## src/upd7800_alu_consts.svh

```systemverilog
// uPD7800 ALU constants
// Datapath widths, BCD limits and status word bit positions
// shared by the arithmetic and flag section

`ifndef UPD7800_ALU_CONSTS_SVH
`define UPD7800_ALU_CONSTS_SVH

//////////////////////////////////////////////////
// Datapath widths

`define UPD_DATA_W 8
`define UPD_NIB_W 4

//////////////////////////////////////////////////
// Decimal adjust

// Largest legal BCD digit
`define UPD_BCD_MAX 9
// Added to a digit that overflowed
`define UPD_BCD_ADJ 6

//////////////////////////////////////////////////
// Status word bit positions

`define UPD_PSW_Z 6
`define UPD_PSW_SK 5
`define UPD_PSW_HC 4
`define UPD_PSW_CY 0

`endif

```

## src/upd7800_alu_pkg.sv

```systemverilog
// uPD7800 ALU types
// Operation, carry-in and skip source selects, and the
// processor status word with its byte and flag views

`default_nettype none

`include "upd7800_alu_consts.svh"

package upd7800_alu_pkg;

  // ALU operation, one per execute step
  typedef enum logic [3:0] {
    OP_NONE = 4'd0,
    OP_SUM  = 4'd1,
    OP_INC  = 4'd2,
    OP_DEC  = 4'd3,
    OP_OR   = 4'd4,
    OP_AND  = 4'd5,
    OP_EOR  = 4'd6,
    OP_LSL  = 4'd7,
    OP_ROL  = 4'd8,
    OP_LSR  = 4'd9,
    OP_ROR  = 4'd10
  } alu_op_e;

  // Carry into the adder and rotates
  typedef enum logic [1:0] {
    CIN_NONE   = 2'd0,
    CIN_CCO    = 2'd1,  // carry out of the previous operation
    CIN_ONE    = 2'd2,
    CIN_PSW_CY = 2'd3
  } carry_sel_e;

  // Skip flag source, PSW_SK keeps the flag as it is
  typedef enum logic [2:0] {
    SKS_PSW_SK = 3'd0,
    SKS_ONE    = 3'd1,
    SKS_C      = 3'd2,
    SKS_NC     = 3'd3,
    SKS_Z      = 3'd4,
    SKS_NZ     = 3'd5,
    SKS_ZERO   = 3'd6
  } skip_sel_e;

  // Flag layout, bit 7 first
  typedef struct packed {
    logic rsv7;
    logic z;    // zero
    logic sk;   // skip next instruction
    logic hc;   // half carry
    logic l1;   // byte string effect
    logic l0;   // word string effect
    logic rsv1;
    logic cy;   // carry
  } psw_flags_t;

  typedef union packed {
    logic [`UPD_DATA_W-1:0] raw;
    psw_flags_t             flags;
  } psw_u;

endpackage

`default_nettype wire

```

## src/alu_operands.sv

```systemverilog
// uPD7800 ALU operand stage
// A and B operand latches, decimal adjust constants,
// B conditioning for INC/DEC/invert and carry-in selection

`timescale 1ns/10ps
`default_nettype none

`include "upd7800_alu_consts.svh"

module alu_operands (
  input  wire logic                        CLK,
  input  wire logic                        arst_n,
  input  wire logic [`UPD_DATA_W-1:0]      data_in,
  input  wire logic                        load_a,
  input  wire logic                        load_b,
  input  wire logic                        zero_b,
  input  wire upd7800_alu_pkg::alu_op_e    op,
  input  wire upd7800_alu_pkg::carry_sel_e carry_sel,
  input  wire logic                        invert_b,
  input  wire logic                        daa,
  input  wire logic                        carry,
  input  wire upd7800_alu_pkg::psw_u       psw,
  output logic [`UPD_DATA_W-1:0]           a_val,
  output logic [`UPD_DATA_W-1:0]           b_eff,
  output logic                             carry_in,
  output logic                             dec_carry
);

  localparam logic [`UPD_NIB_W-1:0] ADJ_NIB = `UPD_BCD_ADJ;

  logic [`UPD_DATA_W-1:0] a_q;
  logic [`UPD_DATA_W-1:0] b_q;
  logic [`UPD_NIB_W-1:0]  a_lo;
  logic [`UPD_NIB_W-1:0]  a_hi;
  logic                   psw_cy;
  logic                   psw_hc;
  logic                   adj_hi;
  logic                   adj_lo;
  logic                   inc_dec;

  //////////////////////////////////////////////////
  // Operand latches

  always_ff @(posedge CLK or negedge arst_n) begin
    if (!arst_n) begin
      a_q <= '0;
      b_q <= '0;
    end else begin
      if (load_a)
        a_q <= data_in;
      // Clear wins over a load
      if (zero_b)
        b_q <= '0;
      else if (load_b)
        b_q <= data_in;
    end
  end

  assign a_val = a_q;

  //////////////////////////////////////////////////
  // Decimal adjust

  assign a_lo   = a_q[`UPD_NIB_W-1:0];
  assign a_hi   = a_q[`UPD_DATA_W-1:`UPD_NIB_W];
  assign psw_cy = psw.raw[`UPD_PSW_CY];
  assign psw_hc = psw.raw[`UPD_PSW_HC];

  // Low digit overflow can still push a 9 in the high digit over
  assign adj_hi = psw_cy | (a_hi > `UPD_BCD_MAX) |
                  (~psw_hc & (a_lo > `UPD_BCD_MAX) & (a_hi == `UPD_BCD_MAX));
  assign adj_lo = psw_hc | (a_lo > `UPD_BCD_MAX);

  assign dec_carry = psw_cy | adj_hi;

  //////////////////////////////////////////////////
  // B conditioning and carry in

  assign inc_dec = (op == upd7800_alu_pkg::OP_INC) | (op == upd7800_alu_pkg::OP_DEC);

  always_comb begin
    b_eff = b_q;
    if (inc_dec)
      b_eff = '0;
    if (daa) begin
      b_eff[`UPD_DATA_W-1:`UPD_NIB_W] = adj_hi ? ADJ_NIB : '0;
      b_eff[`UPD_NIB_W-1:0]           = adj_lo ? ADJ_NIB : '0;
    end
    // DEC adds the ones complement of zero plus no carry
    if (invert_b || (op == upd7800_alu_pkg::OP_DEC))
      b_eff = ~b_eff;
  end

  always_comb begin
    case (carry_sel)
      upd7800_alu_pkg::CIN_CCO:    carry_in = carry;
      upd7800_alu_pkg::CIN_ONE:    carry_in = 1'b1;
      upd7800_alu_pkg::CIN_PSW_CY: carry_in = psw_cy;
      default:                     carry_in = 1'b0;
    endcase
    if (op == upd7800_alu_pkg::OP_INC)
      carry_in = 1'b1;
  end

  // Adjust constants only make sense on the adder
  a_daa_sum: assert property (@(posedge CLK) disable iff (!arst_n)
    daa |-> (op == upd7800_alu_pkg::OP_SUM));

endmodule

`default_nettype wire

```

## src/alu_exec.sv

```systemverilog
// uPD7800 ALU execute unit
// Two-nibble adder with decimal carry, logic operations and
// shifts/rotates through carry; result and flags are registered

`timescale 1ns/10ps
`default_nettype none

`include "upd7800_alu_consts.svh"

module alu_exec (
  input  wire logic                     CLK,
  input  wire logic                     arst_n,
  input  wire logic                     step,
  input  wire upd7800_alu_pkg::alu_op_e op,
  input  wire logic                     daa,
  input  wire logic [`UPD_DATA_W-1:0]   a_val,
  input  wire logic [`UPD_DATA_W-1:0]   b_eff,
  input  wire logic                     carry_in,
  input  wire logic                     dec_carry,
  output logic [`UPD_DATA_W-1:0]        result,
  output logic                          carry,
  output logic                          half_carry
);

  logic [`UPD_NIB_W:0] lo_sum;
  logic [`UPD_NIB_W:0] hi_sum;
  logic                shift_in;

  //////////////////////////////////////////////////
  // Nibble adder

  // Low nibble with carry in, high nibble takes its carry
  assign lo_sum = {1'b0, a_val[`UPD_NIB_W-1:0]} + {1'b0, b_eff[`UPD_NIB_W-1:0]} +
                  {{`UPD_NIB_W{1'b0}}, carry_in};
  assign hi_sum = {1'b0, a_val[`UPD_DATA_W-1:`UPD_NIB_W]} +
                  {1'b0, b_eff[`UPD_DATA_W-1:`UPD_NIB_W]} +
                  {{`UPD_NIB_W{1'b0}}, lo_sum[`UPD_NIB_W]};

  // Rotates feed the carry in, plain shifts feed zero
  assign shift_in = carry_in &
                    ((op == upd7800_alu_pkg::OP_ROL) | (op == upd7800_alu_pkg::OP_ROR));

  //////////////////////////////////////////////////
  // Result and flag registers

  always_ff @(posedge CLK or negedge arst_n) begin
    if (!arst_n) begin
      result     <= '0;
      carry      <= 1'b0;
      half_carry <= 1'b0;
    end else if (step) begin
      case (op)
        upd7800_alu_pkg::OP_SUM,
        upd7800_alu_pkg::OP_INC,
        upd7800_alu_pkg::OP_DEC: begin
          result     <= {hi_sum[`UPD_NIB_W-1:0], lo_sum[`UPD_NIB_W-1:0]};
          carry      <= daa ? dec_carry : hi_sum[`UPD_NIB_W];
          half_carry <= (lo_sum > `UPD_BCD_MAX);
        end
        upd7800_alu_pkg::OP_OR:
          result <= a_val | b_eff;
        upd7800_alu_pkg::OP_AND:
          result <= a_val & b_eff;
        upd7800_alu_pkg::OP_EOR:
          result <= a_val ^ b_eff;
        upd7800_alu_pkg::OP_LSL,
        upd7800_alu_pkg::OP_ROL:
          {carry, result} <= {a_val, shift_in};
        upd7800_alu_pkg::OP_LSR,
        upd7800_alu_pkg::OP_ROR:
          {result, carry} <= {shift_in, a_val};
        // NONE holds everything
        default: ;
      endcase
    end
  end

  // Operand latches are reset, so any X here comes from the control inputs
  a_result_known: assert property (@(posedge CLK) disable iff (!arst_n)
    (step && (op != upd7800_alu_pkg::OP_NONE)) |=> !$isunknown(result));

endmodule

`default_nettype wire

```

## src/psw_reg.sv

```systemverilog
// uPD7800 processor status word
// Byte load, zero/carry/half-carry updates and the skip flag
// source select, all applied on the execute step

`timescale 1ns/10ps
`default_nettype none

`include "upd7800_alu_consts.svh"

module psw_reg (
  input  wire logic                       CLK,
  input  wire logic                       arst_n,
  input  wire logic                       step,
  input  wire logic                       psw_load,
  input  wire logic [`UPD_DATA_W-1:0]     psw_in,
  input  wire logic                       set_z,
  input  wire logic                       set_cy,
  input  wire logic                       set_hc,
  input  wire upd7800_alu_pkg::skip_sel_e skip_sel,
  input  wire logic [`UPD_DATA_W-1:0]     result,
  input  wire logic                       carry,
  input  wire logic                       half_carry,
  output upd7800_alu_pkg::psw_u           psw
);

  logic result_zero;
  logic sk_src;

  assign result_zero = ~|result;

  //////////////////////////////////////////////////
  // Skip flag source

  always_comb begin
    case (skip_sel)
      upd7800_alu_pkg::SKS_ONE:  sk_src = 1'b1;
      upd7800_alu_pkg::SKS_C:    sk_src = carry;
      upd7800_alu_pkg::SKS_NC:   sk_src = ~carry;
      upd7800_alu_pkg::SKS_Z:    sk_src = result_zero;
      upd7800_alu_pkg::SKS_NZ:   sk_src = ~result_zero;
      upd7800_alu_pkg::SKS_ZERO: sk_src = 1'b0;
      // Hold
      default:                   sk_src = psw.raw[`UPD_PSW_SK];
    endcase
  end

  //////////////////////////////////////////////////
  // Status word register

  // Flag writes follow the load, so they override loaded bits
  always_ff @(posedge CLK or negedge arst_n) begin
    if (!arst_n) begin
      psw.raw <= '0;
    end else if (step) begin
      if (psw_load)
        psw.raw <= psw_in;
      if (set_z)
        psw.flags.z <= result_zero;
      if (set_cy)
        psw.flags.cy <= carry;
      if (set_hc)
        psw.flags.hc <= half_carry;
      if (skip_sel != upd7800_alu_pkg::SKS_PSW_SK)
        psw.flags.sk <= sk_src;
    end
  end

  //////////////////////////////////////////////////
  // Checks

  // First edge out of reset sees a clean word
  a_reset_clear: assert property (@(posedge CLK)
    $rose(arst_n) |-> (psw.raw == '0));

endmodule

`default_nettype wire

```

## src/upd7800_alu.sv

```systemverilog
// uPD7800 arithmetic and flag section
// Operand latches, execute unit and status word, driven by
// plain strobes that stand in for the microcode controls

`timescale 1ns/10ps
`default_nettype none

`include "upd7800_alu_consts.svh"

module upd7800_alu (
  input  wire logic                        CLK,
  input  wire logic                        arst_n,
  input  wire logic [`UPD_DATA_W-1:0]      data_in,
  input  wire logic                        load_a,
  input  wire logic                        load_b,
  input  wire logic                        zero_b,
  input  wire logic                        step,
  input  wire logic                        invert_b,
  input  wire logic                        daa,
  input  wire logic                        psw_load,
  input  wire logic                        set_z,
  input  wire logic                        set_cy,
  input  wire logic                        set_hc,
  input  wire upd7800_alu_pkg::alu_op_e    op,
  input  wire upd7800_alu_pkg::carry_sel_e carry_sel,
  input  wire upd7800_alu_pkg::skip_sel_e  skip_sel,
  input  wire logic [`UPD_DATA_W-1:0]      psw_in,
  output logic [`UPD_DATA_W-1:0]           result,
  output logic                             carry,
  output logic                             half_carry,
  output logic [`UPD_DATA_W-1:0]           psw
);

  logic [`UPD_DATA_W-1:0] a_val;
  logic [`UPD_DATA_W-1:0] b_eff;
  logic                   carry_in;
  logic                   dec_carry;
  upd7800_alu_pkg::psw_u  psw_w;

  //////////////////////////////////////////////////
  // Operands

  alu_operands u_operands (
    .CLK       (CLK),
    .arst_n    (arst_n),
    .data_in   (data_in),
    .load_a    (load_a),
    .load_b    (load_b),
    .zero_b    (zero_b),
    .op        (op),
    .carry_sel (carry_sel),
    .invert_b  (invert_b),
    .daa       (daa),
    .carry     (carry),
    .psw       (psw_w),
    .a_val     (a_val),
    .b_eff     (b_eff),
    .carry_in  (carry_in),
    .dec_carry (dec_carry)
  );

  //////////////////////////////////////////////////
  // Execute

  alu_exec u_exec (
    .CLK        (CLK),
    .arst_n     (arst_n),
    .step       (step),
    .op         (op),
    .daa        (daa),
    .a_val      (a_val),
    .b_eff      (b_eff),
    .carry_in   (carry_in),
    .dec_carry  (dec_carry),
    .result     (result),
    .carry      (carry),
    .half_carry (half_carry)
  );

  //////////////////////////////////////////////////
  // Status word

  psw_reg u_psw (
    .CLK        (CLK),
    .arst_n     (arst_n),
    .step       (step),
    .psw_load   (psw_load),
    .psw_in     (psw_in),
    .set_z      (set_z),
    .set_cy     (set_cy),
    .set_hc     (set_hc),
    .skip_sel   (skip_sel),
    .result     (result),
    .carry      (carry),
    .half_carry (half_carry),
    .psw        (psw_w)
  );

  // Byte view out
  assign psw = psw_w.raw;

endmodule

`default_nettype wire

```

## config.mk

```make
export PLATFORM = sky130hd
export DESIGN_NAME = upd7800_alu
export DESIGN_NICKNAME = d
export VERILOG_FILES = /design/src/upd7800_alu_pkg.sv /design/src/alu_operands.sv /design/src/alu_exec.sv /design/src/psw_reg.sv /design/src/upd7800_alu.sv
export VERILOG_INCLUDE_DIRS = /design/src
export SDC_FILE = /design/constraint.sdc
export NUM_CORES = 1
export LEC_CHECK = 0
export BUFFER_PORTS_ARGS = -buffer_cell sky130_fd_sc_hd__buf_2
export CAP_MARGIN = 25
export CORE_UTILIZATION = 50
export DETAILED_ROUTE_END_ITERATION = 10
export PLACE_DENSITY = 0.72
export SYNTH_ARGS = -nofsm -noshare
export SYNTH_HDL_FRONTEND = slang
export SYNTH_SLANG_ARGS = --single-unit
```

## constraint.sdc

```tcl
create_clock -name CLK -period 3.3 [get_ports CLK]
set_clock_uncertainty 0.05 [all_clocks]
set_input_delay 0.66 -clock CLK [delete_from_list [all_inputs] [get_ports CLK]]
set_output_delay 0.66 -clock CLK [all_outputs]
set_load 0.01 [all_outputs]
```

### Word level (Yosys, flattened, before mapping)

Index checks and enable logic that the tools add are counted.

* bits in registers: 34
* latch bits: 0
* memory bits (writable): 0
* memory bits (read-only): 0
* bits of input ports: 37
* output and inout bits: 18
* word-level logic and storage cells: 93
* memories: 0

* $add $sub $neg: 4
* multipliers: 0
* div/mod/pow operators: 0
* order comparisons: 3
* eq/ne operators: 21
* shift operators: 0
* mux-type cells: 18
* bitwise operators: 15
* reductions and logical operators: 22

Operators by type and width (number)
* one-hot mux 8 bit (6 select lines): 1
* 2-to-1 mux 8 bit: 5
* equality test 4 x 3 -> 1 bit, second input constant: 4
* equality test 4 bit, second input constant: 4
* AND reduction 2 bit: 7
* adder 4 x 4 -> 5 bit: 2
* adder 5 x 1 -> 5 bit: 2
* nonzero test 2 bit: 5
* equality test 3 bit, second input constant: 3
* bitwise AND 8 bit: 1
* equality test 4 x 2 -> 1 bit, second input constant: 2
* greater-than comparator 4 bit, second input constant: 2
* inverter 8 bit: 1
* OR 8 bit: 1
* OR reduction 8 bit: 1
* bitwise XOR 8 bit: 1
* 2-to-1 mux 7 bit: 1
* inequality test 7 bit, second input constant: 1
* equality test 3 x 2 -> 1 bit, second input constant: 2
* 2-to-1 mux 1 bit: 6
* 2-to-1 mux 3 bit: 2
* OR 1 bit: 6
* one-hot mux 1 bit (3 select lines): 2
* one-hot mux 1 bit (6 select lines): 1
* other kinds (14): 20

### Depth between registers and ports, before layout

Gate-level depths: netlist (run 1).

* depth after elaboration: 13
* mapped depth: 18

### By module

Synthesis (run 1) repeated with hierarchy kept, for this count alone.

* cells, all modules: 305
* area total of the unflattened synthesis: 2775.2 sq um

By module, submodules not included
* alu_exec: times used 1, cells each 183, area an instance 1428.9 sq um, sequential area each 250.2 sq um
* alu_operands: times used 1, cells each 77, area an instance 869.6 sq um, sequential area each 400.4 sq um
* psw_reg: times used 1, cells each 45, area an instance 476.7 sq um, sequential area each 200.2 sq um

### Worst setup path after synthesis (run 1)

No wires, ideal clock.

* kind: input to register
* start: in op[2]
* end: reg u_exec.carry
* setup time: 0.125 ns
* arrival time: 3.996 ns
* data required time: 3.125 ns
* path slack: -0.870 ns
* cell stages on the path: 18
* buffers on the path: 2
* cells stage by stage: buf_2 -> or3b_4 -> buf_6 -> nor2_4 -> a21oi_1 -> nor2_1 -> a31oi_1 -> fa_1 -> fa_1 -> a21o_1 -> a21oi_1 -> fa_1 -> fa_1 -> nor2b_1 -> o21a_1 -> o31ai_1 -> o22ai_1 -> mux2_2

* word-level cells in the longest chain between the ends: 11
* elaborated cells on any way between the ends: 25
* those cells by class: add/sub (4); eq/ne (7); mux (6); bitwise (2); reduce/logical (6)

Ends and longest elaborated chain
* start, declared: line upd7800_alu.sv:24 `input wire upd7800_alu_pkg::alu_op_e op,`
* equality test 4 x 2 -> 1 bit, on equally long branches
* OR 1 bit: line alu_operands.sv:79 `assign inc_dec = (op == upd7800_alu_pkg::OP_INC) | (op == upd7800_alu_pkg::OP_DEC);`
* 2-to-1 mux 8 bit: line alu_operands.sv:83 `if (inc_dec)`
* 2-to-1 mux 8 bit: line alu_operands.sv:85 `if (daa) begin`
* inverter 8 bit: line alu_operands.sv:91 `b_eff = ~b_eff;`
* 2-to-1 mux 8 bit: line alu_operands.sv:90 `if (invert_b || (op == upd7800_alu_pkg::OP_DEC))`
* adder 4 x 4 -> 5 bit: line alu_exec.sv:33 `` assign lo_sum = {1'b0, a_val[`UPD_NIB_W-1:0]} + {1'b0, b_eff[`UPD_NIB_W-1:0]} + ``
* adder 5 x 1 -> 5 bit: line alu_exec.sv:33
* adder 5 x 1 -> 5 bit: line alu_exec.sv:35 `` assign hi_sum = {1'b0, a_val[`UPD_DATA_W-1:`UPD_NIB_W]} + ``
* 2-to-1 mux 1 bit: line alu_exec.sv:57 `` carry <= daa ? dec_carry : hi_sum[`UPD_NIB_W]; ``
* one-hot mux 1 bit (3 select lines): line alu_exec.sv:52 `case (op)`
* end signal, assigned: line alu_exec.sv:57
* end signal, assigned: line alu_exec.sv:68 `{carry, result} <= {a_val, shift_in};`
* end signal, assigned: line alu_exec.sv:71 `{result, carry} <= {shift_in, a_val};`
* end, declared: line alu_exec.sv:21 `output logic carry,`

Several ways; a longest one is shown, not always the timed one.
A chain may end at the register's enable or synchronous reset.

### Worst setup path in the final report (run 1)

* start: in op[3]
* end: reg u_exec.carry

Same word-level chain as after synthesis.

==> impl_results.md, run 1 <==
- Reg clk slew, reported paths: 0.08 ns
- ANT nets after route: 0
- Cell variety after synth: 59
- Critical Path RT: 3.43 ns
- Initial DRC Count: 469
- Buf/Inv on CP: 1
- Sequential share of the synthesized area: 28.0%
- Clock Path Buffers: 2
- Area delta synth->final: 26.4%
- Critical path launch point type: input port
- Failing checks: negative setup slack
- Area leader, netlist: dfrtp_1
- Critical path depth in cells: 17
- Die X-Extent: 80.0 um
- PortBufs: 54
- RSZ-0062 raised after global routing: yes
- Slowest CP cell: or3b_4
- Fin crit share: 114%
- Psw: 0.603 mW
- Final core utilization: 65.3%
- Worst r2r src: u_operands.a_val[2]
- Worst slew pin tran: 0.773 ns
- Setup tns final: -1.18 ns
- Area share of the largest cell type after synthesis: 28.0%
- Multiplexer area fraction after synthesis: 5.88%
- Vias in the first global route: 2855
- CP max stage delay: 0.42 ns
- TritonCTS Sinks: 34
- R2R cell count: 15
- Worst Hold Class: in -> async
- Yosys reg bits: 34
- Lkg Pwr: 1.77 nW
- Compound-Gate Fraction of Synth Area: 30.7%
- Largest cells by area after synthesis: dfrtp_1 (28%), ha_1 (6.6%), o21ai_0 (5.3%)
- Fin nets: 506
- Largest net degree at the start of global routing: 46
- Power Density: 415 mW/mm2
- Residual DRC: 0
- Synthesized area: 0.00304 mm2
- Top post-synthesis cells by count: nor2_1 (36), dfrtp_1 (34), nand2_1 (33), o21ai_0 (32), a21oi_1 (30)
- Total grt overflow: 0
- Status: finished with violations
- Ports: 55
- Number of flops mapped to enable cells by yosys: 0
- Crit-path max FO: 2
- Routed WL: 8890 um
- Number of max-cap violations: 0
- Row count: 28
- Max_slew headroom: 48.5%
- Critical Path End Type: flop
- TritonCTS clock tree: built
- Initial antenna violation count: 0
- Syn Area/Cell: 8.28 um2
- Worst R2R End: u_exec.carry
- Core Area: 0.00589 mm2
- Critical path arrival: 3.90 ns
- Power, Total: 1.60 mW
- Min setup slack post-route: -0.468 ns
- Via count: 3163
- GP Congestion: 0.900
- Mean number of vias per cell: 6.02
- TritonRoute pass-1 iters: 5
- Hold-fix buffers, CTS: 0
- VDD IR max: 270 uV
- Post-Syn Nets: 424
- Delay-heaviest family, CP: adder cells
- Crit-path cells: buf_6, or3b_4, nor2_4, a21oi_4, nor2_4, a31oi_4, fa_2, fa_2, a21o_1, a21oi_2, fa_2, fa_2, nor2b_2, o21a_1, o31ai_2, o22ai_1, mux2_4
- Insertion delay to the later sink of the worst-skew pair: 0.30 ns
- Worst path most repeated cell: fa_2
- Synth Area in Adders: 9.55%
- Max-slew violation count: 0
- Comb power frac: 44.8%
- Final Hold Viols: 0
- Internal power: 0.993 mW
- Total GRT Usage: 28.5%
- First-pass GRT wire length: 13900 um
- Primary FF master, synth: dfrtp_1
- Setup slack, reg-to-reg: -0.11 ns
- End point of the critical path: u_exec.carry
- Yosys Warn Count: 0
- Peak Freq: 265 MHz
- ANT cells: 0
- CP startpoint: op[3]
- Final setup viols: 4
- Hpwl dp: 6590 um
- Die Y-Extent: 80.0 um
- H-tree levels: 2
- Num CTS Buffers: 5
- Share of cells above drive strength 1: 32.9%
- Largest family of logic cells by synthesized area: compound AO/OA/AOI/OAI gates
- Clk pwr share: 21.1%
- Initial core utilization: 51.7%
- Setup Crit Path Kind: in -> reg
- Average wire per standard cell: 16.9 um
- Fraction of power consumed by sequential logic: 34.1%
- Most common cell in the synthesized netlist: nor2_1
- Syn Inst Count: 367
- XOR/XNOR Fraction of Synth Area: 1.44%
- Tmin final: 3.77 ns
- Asr flop ratio synth: 100%
- Die area: 0.00640 mm2
- Root Buffer: clkbuf_8
- Sw Ratio: 37.8%
- Post-Synth Simple-Gate Area: 17.9%
[final cells by class]
cell class	instances	area, um2
Multi-Input combinational cell	291	2090
Clock buffer	7	86.3
Inverter	17	63.8
Fill cell	496	2040
Clock inverter	1	5.00
Timing Repair Buffer	100	651
Tap cell	75	93.8
Sequential cell	34	851
[worst min-delay path by stage]
| stage | end | start | slack, ns |
|---|---|---|---|
| floorplan | u_exec.carry | arst_n | 0.31 |
| global placement | u_psw.psw[1] | u_psw.psw[1] | 0.43 |
| detailed placement | u_psw.psw[3] | u_psw.psw[3] | 0.44 |
| CTS | u_exec.result[0] | arst_n | 0.42 |
| global route | u_exec.result[3] | arst_n | 0.44 |
| finish | u_exec.result[2] | arst_n | 0.36 |
[per-stage QoR]
stage	hold WS [ns]	instance area [um2]	std cells	setup WS, ns
4_1_cts	0.423	3750	522	-0.394
3_5_place_dp	0.440	3550	506	-0.810
5_1_grt	0.436	3840	525	-0.582
2_1_floorplan	0.314	3070	367	-0.735
3_3_place_gp	0.433	3550	506	-0.713
6_report	0.363	3840	525	-0.468
[power by group through the flow]
stage,logic [mW],clock network (mW),registers [mW]
4_1_cts,0.670,0.338,0.544
6_report,0.715,0.336,0.544
5_1_grt,0.785,0.359,0.552
3_5_place_dp,0.644,0,0.551
2_1_floorplan,0.368,0,0.567
3_3_place_gp,0.636,0,0.546
[cells in the final DEF (no fill, tap or decap), types with 5 or more instances in the layout]
| cell | count |
|---|---|
| o22ai_1 | 6 |
| o21ai_0 | 30 |
| nor2_1 | 34 |
| a21oi_1 | 28 |
| mux2i_1 | 10 |
| a21o_1 | 5 |
| clkbuf_8 | 6 |
| a31oi_1 | 9 |
| nand2_1 | 33 |
| nand3b_1 | 6 |
| buf_4 | 44 |
| inv_1 | 17 |
| ha_1 | 16 |
| buf_2 | 51 |
| nand2b_1 | 11 |
| a22o_1 | 7 |
| dfrtp_1 | 34 |
| o21ai_1 | 8 |
[per-layer routing]
metal	wire, um	vias up	GRT usage (%)	part of all wire (%)
met1	3850	1472	38.4	43
met2	4140	171	45.6	47
li1	-	1497	-	-
met4	233	0	10.9	2.6
met3	676	23	4.34	7.6
met5	0	-	0	0
[cells by family (layout without fill, tap and decap cells)]
group,after synthesis,in the layout
AO/OA/AOI/OAI,139,139
buffers and inverters,42,125
flip-flops,34,34
AND/OR/NAND/NOR,109,109
XOR/XNOR,5,5
adder cells (fa/ha/maj),21,21
multiplexers,17,17
[what timing repair did]
item | CTS | global route
buffers inserted | 8 | 4
pin swaps | 6 | 7
gates resized for setup | 10 | 16
setup endpoints to repair | 4 | 5
Note: power is estimated with default switching activity, not from simulation.
==> run 2: changes to the inputs <==
- PLACE_DENSITY: 0.72 -> 0.69
- TNS_END_PERCENT: not set -> 30
- clock period: 3.3 -> 4.5 ns (I/O delays scaled with it)
==> run 2 against run 1 <==
The flow now finishes without violations. Final cell count down 6.7%. First-iteration DRC count decreased by 23%. Utilization is 6.8 points lower. Largest power group unchanged. Global-route usage down 1.8 points. Combinational power shrank 40%. Sequential share of layout area is 2.6 points higher. Highest routed layer unchanged. Critical path depth did not move. Via count fell by 6.6%. Register-to-register slack gained 0.74 ns. Non-clock buffer count is 35 lower.
==> impl_results.md, run 2 (synthesized netlist as in run 1, its figures left out) <==
- Status: finished clean
- Via count: 2955
- Critical path launch point type: input port
- ANT nets after route: 0
- Die Y-Extent: 80.0 um
- Lkg Pwr: 1.56 nW
- CP max stage delay: 0.47 ns
- RSZ-0062 raised after global routing: no
- Commonest non-fill, non-tap cell in the layout: buf_2
- Fill cells: 563
- Clock Path Buffers: 2
- H-tree levels: 2
- Routed WL: 8070 um
- Setup slack, reg-to-reg: 0.63 ns
- VDD IR max: 158 uV
- Initial core utilization: 51.7%
- TritonRoute pass-1 iters: 5
- Post CTS Setup Buffer Count: 0
- Die area: 0.00640 mm2
- Setup Crit Path Kind: in -> reg
- Final Hold Viols: 0
- Total grt overflow: 0
- ANT cells: 0
- Reg clk slew, reported paths: 0.07 ns
- Die X-Extent: 80.0 um
- Place WS: -0.0689 ns
- Average wire per standard cell: 16.5 um
- Share of cells above drive strength 1: 22.9%
- Initial DRC Count: 361
- TritonCTS Sinks: 34
- Fin nets: 471
- FF+latch area: 851 um2
- GP Congestion: 0.889
- Critical Path RT: 4.63 ns
- Worst Hold Class: reg -> reg
- Hpwl dp: 6230 um
- Mean number of vias per cell: 6.03
- Initial antenna violation count: 0
- Critical Path End Type: flop
- Worst slew pin tran: 0.743 ns
- Ports: 55
- Number of max-cap violations: 0
- Worst path most repeated cell: fa_1
- Vias in the first global route: 2671
- Num CTS Buffers: 5
- Core Area: 0.00589 mm2
- Tmin final: 4.20 ns
- Multi-input gate area: 0.00199 mm2
- Min setup slack post-route: 0.301 ns
- TritonCTS clock tree: built
- Total GRT Usage: 26.7%
- Buf/Inv on CP: 1
- Delay-heaviest family, CP: adder cells
- Residual DRC: 0
- Max_slew headroom: 50.5%
- Hold slack: 0.453 ns
- Peak Freq: 238 MHz
- Critical path arrival: 4.33 ns
- Area delta synth->final: 13.1%
- Power Density: 307 mW/mm2
- PortBufs: 54
- Crit-path cells: buf_2, or3b_4, nor2_4, a21oi_1, nor2_1, a31oi_1, fa_1, fa_1, a21o_1, a21oi_2, fa_1, fa_1, nor2b_1, o21a_1, o31ai_1, o22ai_1, mux2_2
- Commonest cells after routing, fill and taps aside: buf_2 (54), nor2_1 (36), dfrtp_1 (34)
- Slowest CP cell: fa_1
- Setup tns final: 0 ns
- First-pass GRT wire length: 13100 um
- Largest net degree at the start of global routing: 46
- Final setup viols: 0
- Insertion delay to the later sink of the worst-skew pair: 0.29 ns
- Max-slew violation count: 0
- Crit-path max FO: 2
- Root Buffer: clkbuf_8
- Row count: 28
- Fin crit share: 93.3%
==> run 2: cell count changes in the layout (fill, tap and decap cells not counted), moves of 2 or more <==
cell and delta:
buf_4 -33, buf_6 -4, fa_1 +4, fa_2 -4, o21ai_2 -4, buf_2 +3, a21oi_4 -2, nand3_1 +2
nand3_2 -2, nor2_1 +2, o21ai_0 +2, o21ai_1 +2
==> run 2: worst paths after layout <==
| path | start | to | depth (start not counted) |
|---|---|---|---|
| setup / recovery | op[3] | u_exec.carry | 17 |
| hold / removal | u_psw.psw[2] | u_psw.psw[2] | 1 |
| setup reg to reg | u_operands.a_val[1] | u_exec.carry | 15 |
| hold reg to reg | u_psw.psw[2] | u_psw.psw[2] | 1 |
| max in group asynchronous | arst_n | u_operands.a_val[1] | 1 |
| min in group asynchronous | arst_n | u_exec.result[2] | 1 |
==> run 2: timing repair <==
action,CTS,global route
resized for setup,0,1
setup endpoints to repair,0,1
hold buffers,0,0
==> run 2: worst reg2reg max path, delay by kind of cell, from the launching register on <==
kind,cells,cell delay [ns]
compound gates,9,1.73
fa+ha+maj,3,0.90
flops,1,0.50
simple gates,2,0.32
mux,1,0.26
==> run 2: cell type report <==
type / instances / area share [%]
multi-input cells: 291 / 57.9
flip-flops and latches: 34 / 24.7
repair buffers: 65 / 10.3
well taps: 75 / 2.73
clock buffers: 6 / 2.11
inverters: 17 / 1.86
clock inverters: 2 / 0.400
==> run 2: through the flow <==
stage	instances	utilization, %	total power [mW]	instance area, um2
after floorplan	367	-	0.680	3040
after global placement	482	56.9	0.821	3350
after detailed placement	482	56.9	0.829	3350
after CTS	490	58.4	1.06	3440
after global routing	490	58.4	1.13	3440
final	490	58.4	1.05	3440
==> run 2: per-layer routing <==
metal | global-route usage [%] | routed length [um]
met5 | 0 | 0
met4 | 9.46 | 163
met3 | 4.46 | 552
met2 | 41.3 | 3670
met1 | 37.3 | 3680
==> run 2: report_power, final <==
group	switching [mW]	leakage, nW	internal, mW
combinational	0.241	1.11	0.185
sequential	0.0486	0.408	0.355
clock	0.115	0.0452	0.109
total	0.405	1.56	0.650
==> run 3: changes to the inputs <==
- RECOVER_POWER: not set -> 25
==> run 3 against run 2 <==
The run now ends with max-capacitance violations, max-slew violations left. Worst hold slack hardly changed. Fmax is 0.30% higher. Global-route usage stayed put. Critical path depth stayed put. Routed wire length is 0.16% higher. Register-to-register slack hardly changed. Highest routed layer unchanged.
==> impl_results.md, run 3 (synthesized netlist as in run 1, its figures left out) <==
- Commonest cells after routing, fill and taps aside: buf_2 (50), nor2_1 (36), dfrtp_1 (34)
- Worst r2r src: u_operands.a_val[1]
- Fin nets: 471
- Commonest non-fill, non-tap cell in the layout: buf_2
- Min setup slack post-route: 0.313 ns
- Worst Hold Class: reg -> reg
- Core Area: 0.00589 mm2
- Max-slew violation count: 35
- R2R cell count: 15
- Number of max-cap violations: 1
- Routed WL: 8080 um
- PortBufs: 54
- Die area: 0.00640 mm2
- Power Density: 306 mW/mm2
- Ports: 55
- Failing checks: max-capacitance violations, max-slew violations
- Final setup viols: 0
- Setup tns final: 0 ns
- FF+latch area: 851 um2
- Critical path launch point type: input port
- TritonCTS clock tree: built
- Setup Crit Path Kind: in -> reg
- Total GRT Usage: 26.7%
- Residual DRC: 0
- Num CTS Buffers: 5
- Post CTS Setup Buffer Count: 0
- Cts repair resizes: 0
- ANT cells: 0
- Final core utilization: 58.4%
- Largest net degree at the start of global routing: 46
- Die Y-Extent: 80.0 um
- Placed Area: 0.00335 mm2
- Root Buffer: clkbuf_8
- Fill cells: 566
- TritonRoute pass-1 iters: 5
- VDD IR max: 158 uV
- Initial core utilization: 51.7%
- Post-Layout Cell Count: 490
- Power, Total: 1.05 mW
- Average wire per standard cell: 16.5 um
- Setup slack, reg-to-reg: 0.64 ns
- Share of cells above drive strength 1: 21.9%
- Initial antenna violation count: 0
- Final Hold Viols: 0
- RSZ-0062 raised after global routing: no
- Crit-path max FO: 2
- Critical Path RT: 4.63 ns
- # placed instances: 482
- Reg clk slew, reported paths: 0.07 ns
- Status: finished with violations
- Fin crit share: 93.0%
- Critical Path End Type: flop
- Vias in the first global route: 2671
- Insertion delay to the later sink of the worst-skew pair: 0.29 ns
- H-tree levels: 2
- Total grt overflow: 0
- Hold-fix buffers, CTS: 0
- Lkg Pwr: 1.55 nW
- Row count: 28
- Hpwl dp: 6230 um
- Hold Startpoint: u_psw.psw[2]
- Hold depth: 1
- GP Congestion: 0.889
- Via count: 2949
- Place WS: -0.0689 ns
- First-pass GRT wire length: 13100 um
- Die X-Extent: 80.0 um
- Peak Freq: 239 MHz
- Mean number of vias per cell: 6.02
- Worst hold endpoint: u_psw.psw[2]
- Critical path arrival: 4.31 ns
- Max_slew headroom: -17.9%
- Worst R2R End: u_exec.carry
- Multi-input gate area: 0.00199 mm2
- Clock Path Buffers: 2
- TritonCTS Sinks: 34
- Tmin final: 4.19 ns
- Area delta synth->final: 13.0%
- Worst slew pin tran: 1.77 ns
- Initial DRC Count: 361
- ANT nets after route: 0
- Hold slack: 0.453 ns
- Finished layout cell area: 0.00343 mm2
## run 3: changes by cell type in the layout (fill, tap and decap cells not counted), sizes merged
cell	before	now
clkbuf	6	10
buf	65	61
## run 3: area by class of cell
| cell class | count | share of cell area [%] |
|---|---|---|
| clock inverters | 2 | 0.401 |
| flip-flops and latches | 34 | 24.8 |
| well taps | 75 | 2.73 |
| clock buffers | 6 | 2.11 |
| repair buffers | 65 | 10.1 |
| inverters | 17 | 1.86 |
| multi-input cells | 291 | 58.0 |
## run 3: how the worst max path moves through the flow
stage	slack [ns]	start	end	cells after the start
after CTS	0.21	op[3]	u_exec.carry	17
after floorplan	0.09	op[2]	u_exec.carry	18
after detailed placement	-0.07	op[3]	u_exec.carry	17
final	0.31	op[3]	u_exec.carry	17
after global routing	0.10	op[3]	u_exec.carry	17
after global placement	0.06	op[3]	u_exec.carry	17
## run 3: layer usage
| layer | vias to the layer above | share of wire, % | GRT usage (%) |
|---|---|---|---|
| met4 | 0 | 1.8 | 9.46 |
| met1 | 1378 | 45 | 37.3 |
| li1 | 1420 | - | - |
| met3 | 13 | 7.4 | 4.46 |
| met5 | - | 0 | 0 |
| met2 | 138 | 46 | 41.3 |
## run 3: worst max-delay path, stage by stage
cell and delay (ns):
buf_2 0.11, or3b_4 0.42, nor2_4 0.10, a21oi_1 0.05, nor2_1 0.13, a31oi_1 0.09, fa_1 0.47, fa_1 0.42
a21o_1 0.19, a21oi_2 0.18, fa_1 0.23, fa_1 0.22, nor2b_1 0.06, o21a_1 0.16, o31ai_1 0.21, o22ai_1 0.11
mux2_2 0.26
## run 3: where the power goes
part           switching, mW  leakage (nW)  internal (mW)  total [mW]
sequential            0.0486         0.408          0.355       0.404
clock                  0.114        0.0452          0.109       0.223
combinational          0.241          1.10          0.185       0.425
